===== config.mk =====
export PLATFORM = sky130hd
export DESIGN_NAME = zint_dur_timer
export DESIGN_NICKNAME = d
export VERILOG_FILES = /design/src/verilog/zint_types_pkg.sv /design/src/verilog/zint_dur_timer.sv
export VERILOG_INCLUDE_DIRS = /design/src /design/src/verilog
export SDC_FILE = /design/constraint.sdc
export NUM_CORES = 1
export LEC_CHECK = 0
export BUFFER_PORTS_ARGS = -buffer_cell sky130_fd_sc_hd__buf_2
export CORE_AREA = 2 2 39 41
export CTS_CLUSTER_SIZE = 25
export DETAILED_ROUTE_END_ITERATION = 7
export DIE_AREA = 0 0 41 43
export PLACE_DENSITY_LB_ADDON = 0.3
export RECOVER_POWER = 25
export SYNTH_ARGS = -nofsm -noshare
export SYNTH_HDL_FRONTEND = slang
export SYNTH_SLANG_ARGS = --single-unit

===== constraint.sdc =====
create_clock -name clk -period 2.9 [get_ports clk]
set_input_delay 0.58 -clock clk [delete_from_list [all_inputs] [get_ports clk]]
set_output_delay 0.58 -clock clk [all_outputs]
set_load 0.05 [all_outputs]

===== src/verilog/zint_cfg.svh =====
`ifndef ZINT_CFG_SVH
`define ZINT_CFG_SVH

// raster line number width
`define ZINT_LINE_W 9

// frame INT length counter, msb set after 32 counts
`define ZINT_DUR_W 6

// APB address width and register byte offsets
`define ZINT_APB_AW 4
`define ZINT_ADDR_MASK 4'h0
`define ZINT_ADDR_LINE 4'h4
`define ZINT_ADDR_STAT 4'h8

`endif

===== src/verilog/zint_types_pkg.sv =====
`include "zint_cfg.svh"

package zint_types_pkg;

  // IM2 vector placed on the data bus
  typedef logic [7:0] vec_t;

  // bit order: frame, line, dma, wait-port
  typedef logic [3:0] mask_t;

  typedef logic [`ZINT_LINE_W-1:0] line_t;

  // same bit order as mask_t
  typedef logic [3:0] pend_t;

  typedef logic [`ZINT_DUR_W-1:0] dur_t;   // frame INT length count

  // declaration order is the priority order
  typedef enum logic [1:0]
  {
    src_frm,
    src_lin,
    src_dma,
    src_wtp
  } int_src_e;

endpackage


===== src/verilog/zint_dur_timer.sv =====
`timescale 1ns/1ps
`include "zint_cfg.svh"

module zint_dur_timer
  import zint_types_pkg::*;
(
  input  logic clk,
  input  logic int_start_frm,
  input  logic zpos,
  input  logic wait_n,
  input  logic vdos,
  output logic dur_fin
);

  localparam dur_t dur_end = dur_t'(1) << (`ZINT_DUR_W - 1);   // 32 clocks

  dur_t cnt_q;
  logic wait_r;
  logic fin_r;
  logic done;
  logic cnt_en;

  always_ff @(posedge clk)
    wait_r <= !wait_n;   // wait resync

  assign done   = cnt_q[`ZINT_DUR_W-1];
  assign cnt_en = zpos && !wait_r && !vdos && !done;

  // held at zero during frame start, then counts enabled Z80 clocks
  always_ff @(posedge clk, posedge int_start_frm)
  begin
    if (int_start_frm)
    begin
      cnt_q <= '0;
      fin_r <= 1'b0;
    end
    else
    begin
      if (cnt_en)
        cnt_q <= cnt_q + dur_t'(1);
      fin_r <= done;
    end
  end

  assign dur_fin = done && !fin_r;   // once per frame

  a_cnt_max: assert property (@(posedge clk) disable iff (int_start_frm)
    cnt_q <= dur_end)
    else $error("dur_timer: counter passed 32");

endmodule


; After elaboration in Yosys (flattened, before gate mapping)
; Cells that the tools add are included.
[word_totals]
wordCells = 13
latch_bits = 0
regBits = 8
romBits = 0
output_inout_bits = 1
ram_bits = 0
memories = 0
[classes]
n_reduce_logical = 9
n_mux = 0
eq_ne = 0
shift = 0
div = 0
bitwise_logic = 0
n_mul = 0
addsub = 1
n_lt_le_gt_ge = 0
[op_table]
columns = cell, n
row1 = adder 6 x 1 -> 6 bit (second input constant), 1
row2 = logical NOT 1 bit, 5
row3 = logical AND 1 bit, 4

; Longest topological paths before layout
[logic_depth]
word_depth = 4
mapped_depth = 3
mapped_depth_nobuf = 3

; Worst setup path after synthesis
; No wires, ideal clock.
[synth_timing]
path_type = reg-to-output
startpoint = register cnt_q[5]
endpoint = output port dur_fin
path_buffers = 0
slack_ps = 1191
path_stages_with_launch = 2
t_arrival_ps = 1129
cell_sequence = dfrtp_1 > nor2b_1
[synth_via]
elab_chain_len = 1
[synth_rtl]
columns = item, line_no
row1 = start: declaration, zint_dur_timer.sv:17  ; dur_t cnt_q;
row2 = start signal: assignment, zint_dur_timer.sv:40  ; cnt_q <= cnt_q + dur_t'(1);
row3 = logical AND 1 bit, zint_dur_timer.sv:45  ; assign dur_fin = done && !fin_r;
row4 = end: declaration, zint_dur_timer.sv:12  ; output logic dur_fin
; Every way passes these cells.

; Final worst setup path
; Same ends and word-level chain as after synthesis.

==> metrics.cfg <==
[place]
portBuffers = 5
placed_area_um2 = 374.1
pre_cts_slack_ps = 1350
place.gp.congestion = 0.6783
placed_cells = 43

[global_routing]
grt_pass1_vias = 180
antenna_found_initial = 0
overflow = 0
grt_first_pass_wirelength_um = 772
grt_start_max_net_pins = 8
track_usage_pct = 7.215

[power]
static-leakage-power_nw = 0.1939
peakVddDrop_mv = 0.2311
powerDensity_nw_per_um2 = 790.6

[yosys]
syn_avg_cell_area_um2 = 14.96
ys.warnings.count = 0
syn_area_um2 = 329.1
ys_seq_elements = 8
synth.distinct_cells = 14
ys_seq_area_share_pct = 59.32
syn_nets = 28
syn_inst = 22

[critical_path]
slowest_delay_ps = 420
critPathKind = reg2out
end_kind = output pin
crit_required_ps = 2320
regToRegSetupSlack_ps = 1550
rr_startpoint = cnt_q[5]$_DFFE_PP0P_
path_cells = nor2b_1, buf_2
slowest_stage = dfrtp_1
rr_endpoint = cnt_q[5]$_DFFE_PP0P_
crit_buf_inv = 1
setup.worst_path.start_class = flop
cp_max_fo = 4
critPathTopFamily = flip-flops
cp.arrival_ps = 1070
reg2regPathDepth = 3

[routing]
drc_errors = 0
antenna_left = 0
vias = 183
routedWlPerCell_um = 9.191
dr.pass1.iters = 1
drtIter0Drc = 0
viasPerCell = 3.894
routed_wl_um = 432

[die]
die_height_um = 43
initial_core_util_pct = 23.78
rows = 14
num_io_pins = 6
fp.dieArea_um2 = 1763
die_w_um = 41
core_region_area_um2 = 1384

[clock_network]
clk_pin_slew_worst_paths_ps = 50
cts_buffers = 3
cts_tree = built
clk_latency_ps = 250
ctsHtreeMaxLevel = 1
post_cts.repair.setup_buffers = 0
cts_resized = 0
cts_root_buffer = clkbuf_4
clock_path_buffers = 2
cts.sinks = 8
cts_hold_buf = 0

[cells_and_area]
layout.cells.non_filler = 47
postLayoutCellArea_um2 = 400.4
areaGrowthSynthToFinish_pct = 21.67
n_antenna_cell = 0
drive_above_1_share_pct = 38.71
final_common_cell = dfrtp_1
most-common-layout-cells = dfrtp_1 (7), buf_2 (5), clkbuf_4 (3)
fin_nets = 38

[sta]
finClkSkew_ps = 2.260
fin_crit_ps = 1654
fin_crit_sh_pct = 57.04
worst_slew_pin_slew_ps = 352.5
fmax_ghz = 0.6045
finalHoldViolCount = 0
whs_ps = 248.4
slew_headroom_pct = 76.40
finalWorstSetupSlack_ps = 1246
drv_slew = 0
setup_viol = 0
rsz0062_at_grt = no
tns_ps = 0

[hold_path]
hold_class = in2async

[job]
cap_violations = 0

[run_status]
status = finished, final reports clean

-- per-layer routing --
metal  share of wire, %  vias up  track usage [%]
met5                  0        -                0
li1                   -       92                -
met2                 51        3            8.125
met3                3.7        0            3.141
met1                 45       88            9.030
met4                  0        0            8.000
-- metrics by stage --
step	power (mW)	util, %
finish	0.3165	28.93
floorplan	0.2160	-
CTS	0.3246	28.93
global placement	0.2272	27.03
detailed placement	0.2331	27.03
global route	0.3419	28.93
-- cells in the mapped netlist (all sizes together) --
library cell | count | area (µm²)
nand2 | 1 | 3.750
xor2 | 2 | 25.03
dfxtp | 1 | 20.02
xnor2 | 2 | 17.52
and4 | 1 | 11.26
a31o | 1 | 8.760
dfrtp | 7 | 175.2
inv | 2 | 7.510
nor4b | 1 | 23.77
nor2b | 1 | 6.260
mux2 | 1 | 11.26
nand4 | 1 | 6.260
ha | 1 | 12.51
-- state kept, by name (all words and copies together) (netlist names) --
| register | cells |
|---|---|
| fin_r | 1 |
| wait_r | 1 |
| cnt_q | 6 |
-- logic make-up after synthesis --
family | share of synthesized area, %
compound gates | 2.662
xor+xnor | 12.93
fa+ha+maj | 3.802
buf+inv | 2.282
flops | 59.32
mux | 3.422
simple gates | 15.59
-- how the worst max path moves through the flow --
stage                          from                   end  slack (ps)  cells after the start
3_3_place_gp                   vdos  cnt_q[5]$_DFFE_PP0P_        1390                      4
2_1_floorplan  cnt_q[5]$_DFFE_PP0P_               dur_fin        1190                      1
3_5_place_dp                   vdos  cnt_q[5]$_DFFE_PP0P_        1350                      4
6_report       cnt_q[5]$_DFFE_PP0P_               dur_fin        1250                      2
4_1_cts        cnt_q[5]$_DFFE_PP0P_               dur_fin        1210                      2
5_1_grt        cnt_q[5]$_DFFE_PP0P_               dur_fin        1160                      2
-- layout make-up --
type,count,area (µm²)
Sequential cell,8,195.2
Fill cell,141,983.4
Inverter,2,7.507
Tap cell,16,20.02
Multi-Input combinational cell,12,126.4
Timing Repair Buffer,5,25.02
Clock buffer,4,26.28
-- report_power, final --
group,leakage [nW],internal [mW],switching (mW)
registers,0.0986,0.145,0.0316
logic,0.0803,0.0329,0.0195
clock network,0.0150,0.0524,0.0349
(Power assumes the default switching activity.)
