--- src/verilog/zint_cfg.svh ---
`ifndef ZINT_CFG_SVH
`define ZINT_CFG_SVH

// raster line number width
`define ZINT_LINE_W 9

// frame INT length counter, msb set after 32 counts
`define ZINT_DUR_W 6

// APB address width and register byte offsets
`define ZINT_APB_AW 4
`define ZINT_ADDR_MASK 4'h0
`define ZINT_ADDR_LINE 4'h4
`define ZINT_ADDR_STAT 4'h8

`endif
--- src/verilog/zint_types_pkg.sv ---
`include "zint_cfg.svh"

package zint_types_pkg;

  // IM2 vector placed on the data bus
  typedef logic [7:0] vec_t;

  // bit order: frame, line, dma, wait-port
  typedef logic [3:0] mask_t;

  typedef logic [`ZINT_LINE_W-1:0] line_t;

  // same bit order as mask_t
  typedef logic [3:0] pend_t;

  typedef logic [`ZINT_DUR_W-1:0] dur_t;   // frame INT length count

  // declaration order is the priority order
  typedef enum logic [1:0]
  {
    src_frm,
    src_lin,
    src_dma,
    src_wtp
  } int_src_e;

endpackage

--- src/verilog/zint_cfg_if.sv ---
`timescale 1ns/1ps

interface zint_cfg_if
  import zint_types_pkg::*;
();

  mask_t    mask;       // source enables
  line_t    line_cmp;   // line INT compare value
  pend_t    pend;       // masked pending flags
  int_src_e int_sel;    // last acknowledged source

  modport regs
  (
    output mask,
    output line_cmp,
    input  pend,
    input  int_sel
  );

  modport linegen
  (
    input line_cmp
  );

  modport ctrl
  (
    input  mask,
    output pend,
    output int_sel
  );

endinterface

--- src/verilog/zint_line_gen.sv ---
`timescale 1ns/1ps

module zint_line_gen
  import zint_types_pkg::*;
(
  input  logic        clk,
  input  logic        int_start_frm,
  input  logic        line_strobe,
  zint_cfg_if.linegen cfg,
  output logic        lin_start
);

  line_t line_q;   // current raster line
  logic  hit;

  assign hit = line_strobe && (line_q == cfg.line_cmp);

  // first strobe after frame start is line 0
  always_ff @(posedge clk, posedge int_start_frm)
  begin
    if (int_start_frm)
    begin
      line_q    <= '0;
      lin_start <= 1'b0;
    end
    else
    begin
      if (line_strobe)
        line_q <= line_q + line_t'(1);
      lin_start <= hit;   // one pulse per match
    end
  end

  // counter moves on after a match, so no second hit follows
  a_lin_pulse: assert property (@(posedge clk) disable iff (int_start_frm)
    lin_start |=> !lin_start)
    else $error("line_gen: lin_start longer than one cycle");

endmodule

--- src/flat_wrapper.sv ---
// flat-port wrapper written by rule: the top's interface ports become plain ports
module zint_line_gen_flat import zint_types_pkg::*;
  (clk, int_start_frm, line_strobe, lin_start, cfg_line_cmp);
  zint_cfg_if cfg_i ();
  input  logic clk;
  input  logic int_start_frm;
  input  logic line_strobe;
  output logic lin_start;
  input wire logic [$bits(cfg_i.line_cmp)-1:0] cfg_line_cmp;
  assign cfg_i.line_cmp = cfg_line_cmp;
  zint_line_gen u_core (.clk(clk), .int_start_frm(int_start_frm), .line_strobe(line_strobe), .cfg(cfg_i), .lin_start(lin_start));
endmodule
--- config.mk ---
export PLATFORM = sky130hd
export DESIGN_NAME = zint_line_gen_flat
export DESIGN_NICKNAME = d
export VERILOG_FILES = /design/src/verilog/zint_types_pkg.sv /design/src/verilog/zint_cfg_if.sv /design/src/verilog/zint_line_gen.sv /design/src/flat_wrapper.sv
export VERILOG_INCLUDE_DIRS = /design/src /design/src/verilog
export SDC_FILE = /design/constraint.sdc
export NUM_CORES = 1
export LEC_CHECK = 0
export ABC_AREA = 1
export BUFFER_PORTS_ARGS = -buffer_cell sky130_fd_sc_hd__buf_4
export CAP_MARGIN = 0
export CORE_AREA = 2 2 39 41
export DETAILED_ROUTE_END_ITERATION = 12
export DIE_AREA = 0 0 41 43
export GPL_ROUTABILITY_DRIVEN = 1
export GPL_TIMING_DRIVEN = 0
export PLACE_DENSITY = 0.74
export SYNTH_ARGS = -nofsm -noshare
export SYNTH_HDL_FRONTEND = slang
export SYNTH_SLANG_ARGS = --single-unit
--- constraint.sdc ---
create_clock -name clk -period 1.77 [get_ports clk]
set_clock_uncertainty 0.1 [all_clocks]
set_input_delay 0.354 -clock clk [delete_from_list [all_inputs] [get_ports clk]]
set_output_delay 0.354 -clock clk [all_outputs]
set_load 0.02 [all_outputs]
# Word level (Yosys, flattened, before mapping)
# Cells that the tools add are included.
[op_classes]
n_addsub = 1
n_mul = 0
n_div = 0
magnitude_cmp = 0
n_eq_ne = 1
n_shift = 0
n_mux = 0
bitwise_logic = 0
n_reduce_logical = 1
[op_table]
columns = ["op", "n"]
rows = [
  ["adder 9 x 1 -> 9 bit (second input constant)", 1],
  ["== test 9 bit", 1],
  ["logical AND 1 bit", 1],
]
[word_totals]
register_bits = 10
latchBits = 0
ramBits = 0
romBits = 0
in_bits = 12
out_inout_bits = 1
elab_cells = 5
memories = 0

# Logic depth before layout (Yosys ltp)
[logic_depth]
depth_word = 2
mapped_depth = 6
ltp_nobuf = 6

# Worst setup path before layout
# No wires, ideal clock.
[synth_path]
path_type = "reg-to-reg"
from = "reg u_core.line_q[0]"
to = "reg u_core.line_q[8]"
setup_ns = 0.117
t_arrival_ns = 0.983
required_time_ns = 1.553
setup_slack_ns = 0.570
path_stages_with_launch = 7
path_buffers = 0
period_less_slack_ns = 1.200
cell_sequence = "dfrtp_1 > ha_1 > nand2_2 > nor3_4 > nand2_1 > nand2_1 > nand2_1"
[synth_between]
elab_chain_len = 1
[synth_lines]
columns = ["item", "line", "rtl"]
rows = [
  ["start, declared", "zint_line_gen.sv:13", "line_t line_q;"],
  ["start signal, assigned", "zint_line_gen.sv:29", "line_q <= line_q + line_t'(1);"],
  ["adder 9 x 1 -> 9 bit", "zint_line_gen.sv:29", ""],
]
# No other way between the ends.
# A chain may end at the register's enable or synchronous reset.

# Worst setup path in the final report
# Ends and elaborated chain as after synthesis.

==> flow_summary.json <==
{
  "cts_root_buf": "sky130_fd_sc_hd__clkbuf_4",
  "timing.max_cap.violations": 0,
  "antenna_found_initial": 0,
  "synthesis.area_per_instance_um2": 7.085,
  "syn-cell-area_um2": 630.6,
  "placement.cell_area_um2": 740.7,
  "grt_first_pass_wirelength_um": 1835,
  "slowest_stage": "sky130_fd_sc_hd__dfrtp_1",
  "post-route-min-period_ns": 1.304,
  "clk_pin_slew_worst_paths_ns": 0.06,
  "commonest_cells_after_routing_fill_and_taps_aside": "sky130_fd_sc_hd__nand2_1, sky130_fd_sc_hd__inv_1, sky130_fd_sc_hd__buf_4",
  "cts.path.max_buffers": 2,
  "timing_worst_slew_pin_value_ns": 0.3870,
  "worstPathArrival_ns": 1.35,
  "path_cells": "ha_1 > nand2_2 > nor3_4 > nand2_1 > nand2_1 > nand2_1",
  "p_total_mw": 0.9670,
  "die_h_um": 43,
  "start_util_pct": 45.57,
  "yosys_register_bits": 10,
  "worstHoldPathType": "in -> reg",
  "numCtsBuffers": 3,
  "flow.area_growth_from_synthesis_pct": 22.62,
  "io_pins": 13,
  "nNetsFinal": 120,
  "grt_max_degree": 11,
  "setup-violations-final": 0,
  "first_iter_violations": 8,
  "multi_input_comb_area_um2": 309.0,
  "placementRows": 14,
  "rsz0062_at_grt": "false",
  "groute.usage.overall_pct": 15.70,
  "htree_num_levels": 1,
  "layout.cells.most_common": "sky130_fd_sc_hd__nand2_1",
  "cpPeakStageDelay_ns": 0.42,
  "finalMaxSlewViolations": 0,
  "globalplace.congestion": 0.7811,
  "critical_path.n_buffers_inverters": 0,
  "yosysWarningCount": 0,
  "synth_seq_area_share_pct": 39.68,
  "critical_path.max_fanout": 4,
  "clkSinkCount": 10,
  "tritoncts": "done",
  "clock_latency_ns": 0.25,
  "core_area_um2": 1384,
  "timing.max_slew.rel_slack_pct": 74.17,
  "stdcell_area_um2": 773.2,
  "postCtsSetupBuffers": 0,
  "number_of_global_route_vias_before_repair": 502,
  "fillerInstances": 145,
  "die-area_um2": 1763,
  "wl_per_cell_um": 9.107,
  "grt_overflow": 0,
  "antennaDiodeCount": 0,
  "cp_data_required_time_ns": 1.82,
  "path_common_cell": "sky130_fd_sc_hd__nand2_1",
  "synthesis.nets": 102,
  "ys_types": 17,
  "leakagePower_nw": 0.4699,
  "drtAntennaViolNets": 0,
  "detailed_place_hpwl_um": 905.5,
  "area.sequential_um2": 250.2,
  "hold_viol_final": 0,
  "worstSetupPathType": "reg -> reg",
  "timing.fmax_mhz": 767.1,
  "worstSetupEndpointType": "flip-flop",
  "ir_worst_vdd_uv": 561.2,
  "critPathLaunchType": "flip-flop",
  "status": "completed",
  "detailroute.via_count": 543,
  "route.final.wire_length_um": 1102,
  "detailed_router_iteration_count_before_antenna_repair": 4,
  "power.density_cell_area_nw_per_um2": 1251,
  "drt-vias-per-instance": 4.488,
  "dieWidth_um": 41,
  "fin_tns_setup_ns": 0,
  "detail_route.drc_violations": 0,
  "layout-drive-gt1-share_pct": 19.05,
  "io_buffer_count": 12,
  "layout_worst_path_cycle_share_pct": 73.65,
  "cpLargestDelayFamily": "simple AND/OR/NAND/NOR gates",
  "syn-instance-count": 89
}
power by group:
group | internal, mW | leakage (nW) | switching, mW | total [mW]
clock | 0.0780 | 0.0138 | 0.0677 | 0.146
sequential | 0.321 | 0.119 | 0.125 | 0.446
combinational | 0.161 | 0.337 | 0.214 | 0.375
total | 0.560 | 0.470 | 0.407 | 0.967
final timing paths:
path	startpoint	end	slack, ns	depth (start not counted)
hold / removal	line_strobe	u_core.line_q[0]	0.22	2
max in group asynchronous	int_start_frm	u_core.line_q[6]	0.76	3
setup reg to reg	u_core.line_q[0]	u_core.line_q[8]	0.47	6
hold reg to reg	u_core.line_q[8]	u_core.line_q[8]	0.41	2
min in group asynchronous	int_start_frm	u_core.line_q[4]	0.54	3
setup / recovery	u_core.line_q[0]	u_core.line_q[8]	0.47	6
through the flow:
step / std cells / hold slack (ns) / utilization (%) / setup WS, ns
floorplan: 89 / 0.09418 / - / 0.5700
detailed placement: 117 / 0.2598 / 53.53 / 0.4288
global placement: 117 / 0.2567 / 53.53 / 0.4725
finish: 121 / 0.2175 / 55.88 / 0.4664
CTS: 121 / 0.2102 / 55.88 / 0.4301
global route: 121 / 0.2226 / 55.88 / 0.3450
cell type report:
| cell class | instances | area share [%] |
|---|---|---|
| Multi-Input combinational cell | 60 | 39.97 |
| Sequential cell | 10 | 32.36 |
| Timing Repair Buffer | 13 | 12.94 |
| Inverter | 19 | 9.223 |
| Clock buffer | 3 | 2.913 |
| Tap cell | 16 | 2.589 |
Yosys cell counts, drive strengths merged:
cell type	count	area, µm²
xnor2	1	8.760
nor3	1	16.27
ha	1	12.51
inv	19	71.31
nand2	36	145.1
dfrtp	10	250.2
o21a	1	7.510
xor2	6	52.55
nand4	1	6.260
nand3b	1	7.510
nor2	8	32.54
o21ai	1	5.000
nand3	3	15.01
flip-flops by register name (all words and copies together), names as in the netlist:
name              flops
u_core.lin_start      1
u_core.line_q         9
routing by layer:
layer,vias to the layer above,wire length (µm),global-route usage [%]
met1,240,522,16.56
met3,2,31,1.571
li1,292,-,-
met4,0,11,12.00
met2,9,536,26.25
met5,-,0,0
timing repair:
action / 4_1_cts / 5_1_grt
hold buffers: 1 / 0
hold endpoints to repair: 10 / 0
resized for setup: 0 / 0
endpoints found under the setup margin: 0 / 0
logic make-up after synthesis:
family                   count (synthesis)  synth area share (%)
AND/OR/NAND/NOR                         50                 35.32
adder cells (fa/ha/maj)                  1                 1.984
buffers and inverters                   19                 11.31
AO/OA/AOI/OAI                            2                 1.984
XOR/XNOR                                 7                 9.722
flip-flops                              10                 39.68
Power figures use the tool's default switching activity.
