**src/verilog/zint_cfg.svh**
```systemverilog
`ifndef ZINT_CFG_SVH
`define ZINT_CFG_SVH

// raster line number width
`define ZINT_LINE_W 9

// frame INT length counter, msb set after 32 counts
`define ZINT_DUR_W 6

// APB address width and register byte offsets
`define ZINT_APB_AW 4
`define ZINT_ADDR_MASK 4'h0
`define ZINT_ADDR_LINE 4'h4
`define ZINT_ADDR_STAT 4'h8

`endif
```
**src/verilog/zint_apb_pkg.sv**
```systemverilog
`include "zint_cfg.svh"

package zint_apb_pkg;

  typedef logic [`ZINT_APB_AW-1:0] paddr_t;
  typedef logic [31:0] pdata_t;

  typedef enum logic [`ZINT_APB_AW-1:0]
  {
    ra_mask = `ZINT_ADDR_MASK,
    ra_line = `ZINT_ADDR_LINE,
    ra_stat = `ZINT_ADDR_STAT    // read only
  } reg_addr_e;

  typedef enum logic [1:0]
  {
    ph_idle,
    ph_setup,
    ph_access
  } apb_phase_e;

endpackage

```
**src/verilog/zint_types_pkg.sv**
```systemverilog
`include "zint_cfg.svh"

package zint_types_pkg;

  // IM2 vector placed on the data bus
  typedef logic [7:0] vec_t;

  // bit order: frame, line, dma, wait-port
  typedef logic [3:0] mask_t;

  typedef logic [`ZINT_LINE_W-1:0] line_t;

  // same bit order as mask_t
  typedef logic [3:0] pend_t;

  typedef logic [`ZINT_DUR_W-1:0] dur_t;   // frame INT length count

  // declaration order is the priority order
  typedef enum logic [1:0]
  {
    src_frm,
    src_lin,
    src_dma,
    src_wtp
  } int_src_e;

endpackage

```
**src/verilog/zint_cfg_if.sv**
```systemverilog
`timescale 1ns/1ps

interface zint_cfg_if
  import zint_types_pkg::*;
();

  mask_t    mask;       // source enables
  line_t    line_cmp;   // line INT compare value
  pend_t    pend;       // masked pending flags
  int_src_e int_sel;    // last acknowledged source

  modport regs
  (
    output mask,
    output line_cmp,
    input  pend,
    input  int_sel
  );

  modport linegen
  (
    input line_cmp
  );

  modport ctrl
  (
    input  mask,
    output pend,
    output int_sel
  );

endinterface

```
**src/verilog/zint_apb_regs.sv**
```systemverilog
`timescale 1ns/1ps
`include "zint_cfg.svh"

module zint_apb_regs
  import zint_types_pkg::*;
  import zint_apb_pkg::*;
(
  input  logic     clk,
  input  logic     int_start_frm,
  input  logic     res,
  input  logic     psel,
  input  logic     penable,
  input  logic     pwrite,
  input  paddr_t   paddr,
  input  pdata_t   pwdata,
  output pdata_t   prdata,
  output logic     pready,
  output logic     pslverr,
  zint_cfg_if.regs cfg
);

  apb_phase_e phase_now;
  apb_phase_e phase_q;   // phase seen in the previous cycle
  reg_addr_e  ra;
  logic       addr_ok;
  logic       acc;
  logic       wr_en;
  mask_t      mask_q;
  line_t      line_q;

  // bus phase of the current cycle
  always_comb
  begin
    if (!psel)
      phase_now = ph_idle;
    else if (!penable)
      phase_now = ph_setup;
    else
      phase_now = ph_access;
  end

  always_ff @(posedge clk, posedge int_start_frm)
  begin
    if (int_start_frm)
      phase_q <= ph_idle;
    else if (res)
      phase_q <= ph_idle;
    else
      phase_q <= phase_now;
  end

  // access only counts when it follows a setup cycle
  assign acc = (phase_now == ph_access) && (phase_q == ph_setup);

  assign ra      = reg_addr_e'(paddr);
  assign addr_ok = (ra == ra_mask) || (ra == ra_line) || (ra == ra_stat);
  assign wr_en   = acc && pwrite && addr_ok && (ra != ra_stat);

  assign pready  = acc;   // zero wait states
  assign pslverr = acc && (!addr_ok || (pwrite && (ra == ra_stat)));

  always_comb
  begin
    prdata = '0;
    if (acc && !pwrite)
    begin
      case (ra)
        ra_mask: prdata = pdata_t'(mask_q);
        ra_line: prdata = pdata_t'(line_q);
        ra_stat: prdata = pdata_t'({cfg.int_sel, cfg.pend});
        default: prdata = '0;
      endcase
    end
  end

  // config survives frame start, only res clears it
  always_ff @(posedge clk)
  begin
    if (res)
    begin
      mask_q <= '0;
      line_q <= '0;
    end
    else if (wr_en)
    begin
      if (ra == ra_mask)
        mask_q <= pwdata[$bits(mask_t)-1:0];
      if (ra == ra_line)
        line_q <= pwdata[`ZINT_LINE_W-1:0];
    end
  end

  assign cfg.mask     = mask_q;
  assign cfg.line_cmp = line_q;

  a_penable_psel: assert property (@(posedge clk) disable iff (int_start_frm)
    penable |-> psel)
    else $error("apb: penable without psel");

endmodule

```
**src/flat_wrapper.sv**
```systemverilog
// flat-port wrapper written by rule: the top's interface ports become plain ports
module zint_apb_regs_flat import zint_types_pkg::*; import zint_apb_pkg::*;
  (clk, int_start_frm, res, psel, penable, pwrite, paddr, pwdata, prdata, pready, pslverr, cfg_mask, cfg_line_cmp, cfg_pend, cfg_int_sel);
  zint_cfg_if cfg_i ();
  input  logic clk;
  input  logic int_start_frm;
  input  logic res;
  input  logic psel;
  input  logic penable;
  input  logic pwrite;
  input  paddr_t paddr;
  input  pdata_t pwdata;
  output pdata_t prdata;
  output logic pready;
  output logic pslverr;
  output wire logic [$bits(cfg_i.mask)-1:0] cfg_mask;
  output wire logic [$bits(cfg_i.line_cmp)-1:0] cfg_line_cmp;
  input wire logic [$bits(cfg_i.pend)-1:0] cfg_pend;
  input wire logic [$bits(cfg_i.int_sel)-1:0] cfg_int_sel;
  assign cfg_mask = cfg_i.mask;
  assign cfg_line_cmp = cfg_i.line_cmp;
  assign cfg_i.pend = cfg_pend;
  assign cfg_i.int_sel = cfg_int_sel;
  zint_apb_regs u_core (.clk(clk), .int_start_frm(int_start_frm), .res(res), .psel(psel), .penable(penable), .pwrite(pwrite), .paddr(paddr), .pwdata(pwdata), .prdata(prdata), .pready(pready), .pslverr(pslverr), .cfg(cfg_i));
endmodule
```
**config.mk**
```make
export PLATFORM = sky130hd
export DESIGN_NAME = zint_apb_regs_flat
export DESIGN_NICKNAME = d
export VERILOG_FILES = /design/src/verilog/zint_apb_pkg.sv /design/src/verilog/zint_types_pkg.sv /design/src/verilog/zint_cfg_if.sv /design/src/verilog/zint_apb_regs.sv /design/src/flat_wrapper.sv
export VERILOG_INCLUDE_DIRS = /design/src /design/src/verilog
export SDC_FILE = /design/constraint.sdc
export NUM_CORES = 1
export LEC_CHECK = 0
export BUFFER_PORTS_ARGS = -buffer_cell sky130_fd_sc_hd__buf_2
export CAP_MARGIN = 20
export CORE_ASPECT_RATIO = 1.5
export CORE_MARGIN = 8
export CORE_UTILIZATION = 39
export CTS_CLUSTER_SIZE = 16
export DETAILED_ROUTE_END_ITERATION = 10
export PLACE_DENSITY_LB_ADDON = 0.3
export RECOVER_POWER = 100
export SLEW_MARGIN = 20
export SYNTH_ARGS = -nofsm -noshare
export SYNTH_HDL_FRONTEND = slang
export SYNTH_SLANG_ARGS = --single-unit
```
**constraint.sdc**
```tcl
create_clock -name clk -period 2.78 [get_ports clk]
set_input_delay 0.417 -clock clk [delete_from_list [all_inputs] [get_ports clk]]
set_output_delay 0.417 -clock clk [all_outputs]
set_load 0.01 [all_outputs]
```
Word-level counts from Yosys, hierarchy flattened
Index checks and enable logic that the tools add are counted.

word-level totals
  input bits = 48
  register bits after elaboration = 15

cells by class
  equality and inequality tests = 5
  mux-type cells = 5
  reduce and logical (&&, ||, !) cells = 15

operators by type and width
  operator                                                          number
  32-bit two-way mux                                                1
  9-bit one-hot mux with 3 select lines                             1
  1-bit logical AND                                                 7
  2-bit two-way mux                                                 3
  4-bit by 3-bit == test with 1-bit output (second input constant)  1
  4-bit == test (second input constant)                             1
  4-bit zero test                                                   1
  4-bit != test (second input constant)                             1
  2-bit AND reduction                                               2
  1-bit logical OR                                                  3
  2-bit by 1-bit == test with 1-bit output (second input constant)  1
  2-bit == test (second input constant)                             1
  1-bit zero test                                                   2

Depth between registers and ports, before layout
  depth after elaboration = 8
  mapped depth = 5
  gate-level depth less buffers = 4

Least setup slack after synthesis
OpenSTA, ideal clock, no wires.

  path kind = input to output
  start point = input paddr[2]
  end point = output prdata[4]
  stages = 5
  path slack = 1.119 ns
  arrival time = 1.244 ns
  path buffers = 2
  path through = clkbuf_1 -> nor2b_1 -> buf_2 -> a22oi_1 -> nor2_1

on the way
  longest elaborated chain between the ends = 3

ends and longest elaborated chain
  what                                       RTL line             text
  from (decl)                                flat_wrapper.sv:11   input paddr_t paddr;
  4-bit == test (tied with other cells)      zint_apb_regs.sv:67  case (ra)
  9-bit one-hot mux with 3 select lines (*)  zint_apb_regs.sv:67
  32-bit two-way mux (*)                     zint_apb_regs.sv:65  if (acc && !pwrite)
  to (decl)                                  flat_wrapper.sv:13   output pdata_t prdata;

Every way passes the cells marked *; elsewhere a longest branch is shown, timed or not.

Worst setup path after layout
  start point = input paddr[2]
  end point = output prdata[0]

The elaborated chain is that of the path after synthesis.

==> flow_summary.toml <==
[detailed_routing]
drc = 0
routed_via_density = 4.862
firstDrtPassIters = 4
ant_nets = 0
wire_per_inst_um = 14.49
drt_iter0_drc = 18
wl_mm = 2.725
vias = 914

[clock_tree]
hold_buffers = 0
cts_resized = 0
numCtsBuffers = 3
cts_tree = "done"
cts_max_path_buffers = 2
clk_pin_slew_ns = 0.06
clock-sinks = 15
post_cts_buffers = 0
insertion_delay_ns = 0.24
root_buffer = "clkbuf_8"
ctsHtreeMaxLevel = 1

[synth]
seq_area_frac_synth_pct = 30.28
synthCells = 117
synth_top_cell_area_share_pct = 25.40
synth_top_cell_by_area = "dfxtp_1"
ys_ff_latch = 15
synth.distinct_cells = 25
yosys_warnings = 0
avgSynthCellArea_um2 = 8.758
synthTopCellsByArea = "dfxtp_1 25%, buf_4 17%, mux2i_1 17%"
syn_area_mm2 = 0.001025

[global_routing]
grt_pass1_vias = 1006
grt_max_degree = 25
grt_pass1_wl_mm = 4.471
antenna_found_initial = 0
track_usage_pct = 11.98
gr-total-overflow = 0

[die]
fp.dieH_um = 78.78
row_count = 23
core_area_mm2 = 0.002590
io_pins = 95
die_w_um = 57.86
initial_core_util_pct = 39.57
die_area_mm2 = 0.004558

[setup_path]
cp_slowest_cell = "nor2b_1"
start_kind = "primary input"
critPathRequiredTime_ns = 2.36
crit_arrival_ns = 1.77
cp_num_buf_inv = 3
end_kind = "output pin"
crit_chain = "clkbuf_1, nor2b_1, clkbuf_1, a2bb2oi_1, nor2_1, clkbuf_1"
setup.worst_path.class = "primary input to output pin"
path_common_cell = "clkbuf_1"
crit_family = "buffers and inverters"
crit_path_max_incr_delay_ns = 0.39
path_max_fanout = 9

[timing]
tightestPinTransition_ns = 0.7295
fin_worst_skew_ns = 0.0003815
period_needed_ns = 2.185
fin_ws_ns = 0.5946
fin_crit_sh_pct = 78.61
whs_ns = 0.007009
relSlewSlack_pct = 51.37
finalSetupViolations = 0
finalSetupTns_ns = 0
rsz0062_at_grt = "no"
slew_viol_final = 0
hold_viol = 0
fmax_mhz = 457.6

[cells_and_area]
diodes = 0
fin_util_pct = 46.04
final_cell_area_mm2 = 0.001192
drive_gt1_share_pct = 15.34
num-fill-cells = 292
area_growth_pct = 16.36
num-nets-final = 212

[power]
pwr_density_cell_mw_per_mm2 = 380.9
ir_worst_vdd_mv = 0.2758
p_leak_nw = 0.5396

[placement]
dp_slack_ns = 0.8376
io_buffers = 48
gp_congestion = 0.7284
dp_hpwl_mm = 2.271
placed_area_mm2 = 0.001189

[job]
max_cap_viol_count = 0

[hold_path]
holdCritPathClass = "primary input to async pin"

[run_status]
status = "finished clean"
-- synthesized netlist by cell type --
cell type	count
buf_4	23
nand2b_1	22
mux2i_1	17
dfxtp_1	13
nor2_1	8
a2bb2oi_1	4
clkbuf_1	4
and3_1	3
a22oi_1	2
buf_2	2
dfrtp_1	2
inv_1	2
nor2b_1	2
nor4_1	2
a21oi_1	1
and4_2	1
conb_1	1
nand2_1	1
nand3b_1	1
nand4_1	1
nand4b_1	1
nor3b_1	1
o21ai_0	1
or3b_1	1
or4_4	1
-- through the flow --
step | std cells | power [W]
final | 188 | 0.0004542
after global routing | 188 | 0.0004829
after CTS | 188 | 0.0004615
after detailed placement | 184 | 0.0002881
after global placement | 184 | 0.0002864
after floorplan | 139 | 0.0002880
-- worst paths after layout --
kind / startpoint / end / slack (ns) / depth (start not counted)
max: paddr[2] / prdata[0] / 0.59 / 6
min: int_start_frm / u_core.phase_q[1] / 0.007 / 2
max reg2reg: u_core.phase_q[1] / u_core.cfg.line_cmp[6] / 1.15 / 4
min reg2reg: u_core.cfg.line_cmp[7] / u_core.cfg.line_cmp[7] / 0.49 / 2
max in group asynchronous: int_start_frm / u_core.phase_q[0] / 2.67 / 2
min in group clk: penable / u_core.phase_q[0] / 0.36 / 2
-- power by group --
part / leakage (nW) / internal [W] / switching (W) / total, W
Combinational: 0.385 / 0.0000270 / 0.0000398 / 0.0000668
Clock: 0.0228 / 0.000101 / 0.0000690 / 0.000170
Sequential: 0.132 / 0.000217 / 0.000000323 / 0.000217
-- final cells by class --
class / count / area (µm²) / share of cell area [%]
Sequential cell: 15 / 310.3 / 26.02
Timing Repair Buffer: 49 / 211.5 / 17.73
Clock buffer: 4 / 45.04 / 3.778
Tap cell: 25 / 31.28 / 2.623
Inverter: 2 / 7.507 / 0.6296
Multi-Input combinational cell: 93 / 586.8 / 49.21
-- per-layer routing --
metal	vias up	global-route usage, %	share of wire [%]
li1	442	-	-
met2	49	20.85	48
met1	418	11.48	38
met3	5	5.816	13
met5	-	0	0
met4	0	5.665	1.6
-- cells in the final DEF, fill, tap and decap left out, types with 2 or more instances in the layout --
cell type and n:
dfrtp_1 2, nor4_1 2, buf_2 22, dfxtp_1 13, a22oi_1 2, nand2b_1 22, nor2b_1 2, conb_1 23
clkbuf_8 3, inv_1 2, and3_1 3, a2bb2oi_1 4, mux2i_1 17, clkbuf_1 28, nor2_1 8
-- state kept, by name, indices dropped and copies added, names as in the netlist --
signal / cells
u_core.phase_q: 2
u_core.cfg.line_cmp: 9
u_core.cfg.mask: 4
-- kinds of logic (layout without fill, tap and decap cells) --
family | Yosys count | after routing | share of synthesized area (%)
and+or+nand+nor | 45 | 45 | 26.86
AOI/OAI and AO/OA | 8 | 8 | 5.859
muxes | 17 | 17 | 16.61
DFF | 15 | 15 | 30.28
other | 1 | 23 | 0.3659
buffers and inverters | 31 | 55 | 20.02
No activity file was read; power rests on OpenSTA's default activity.
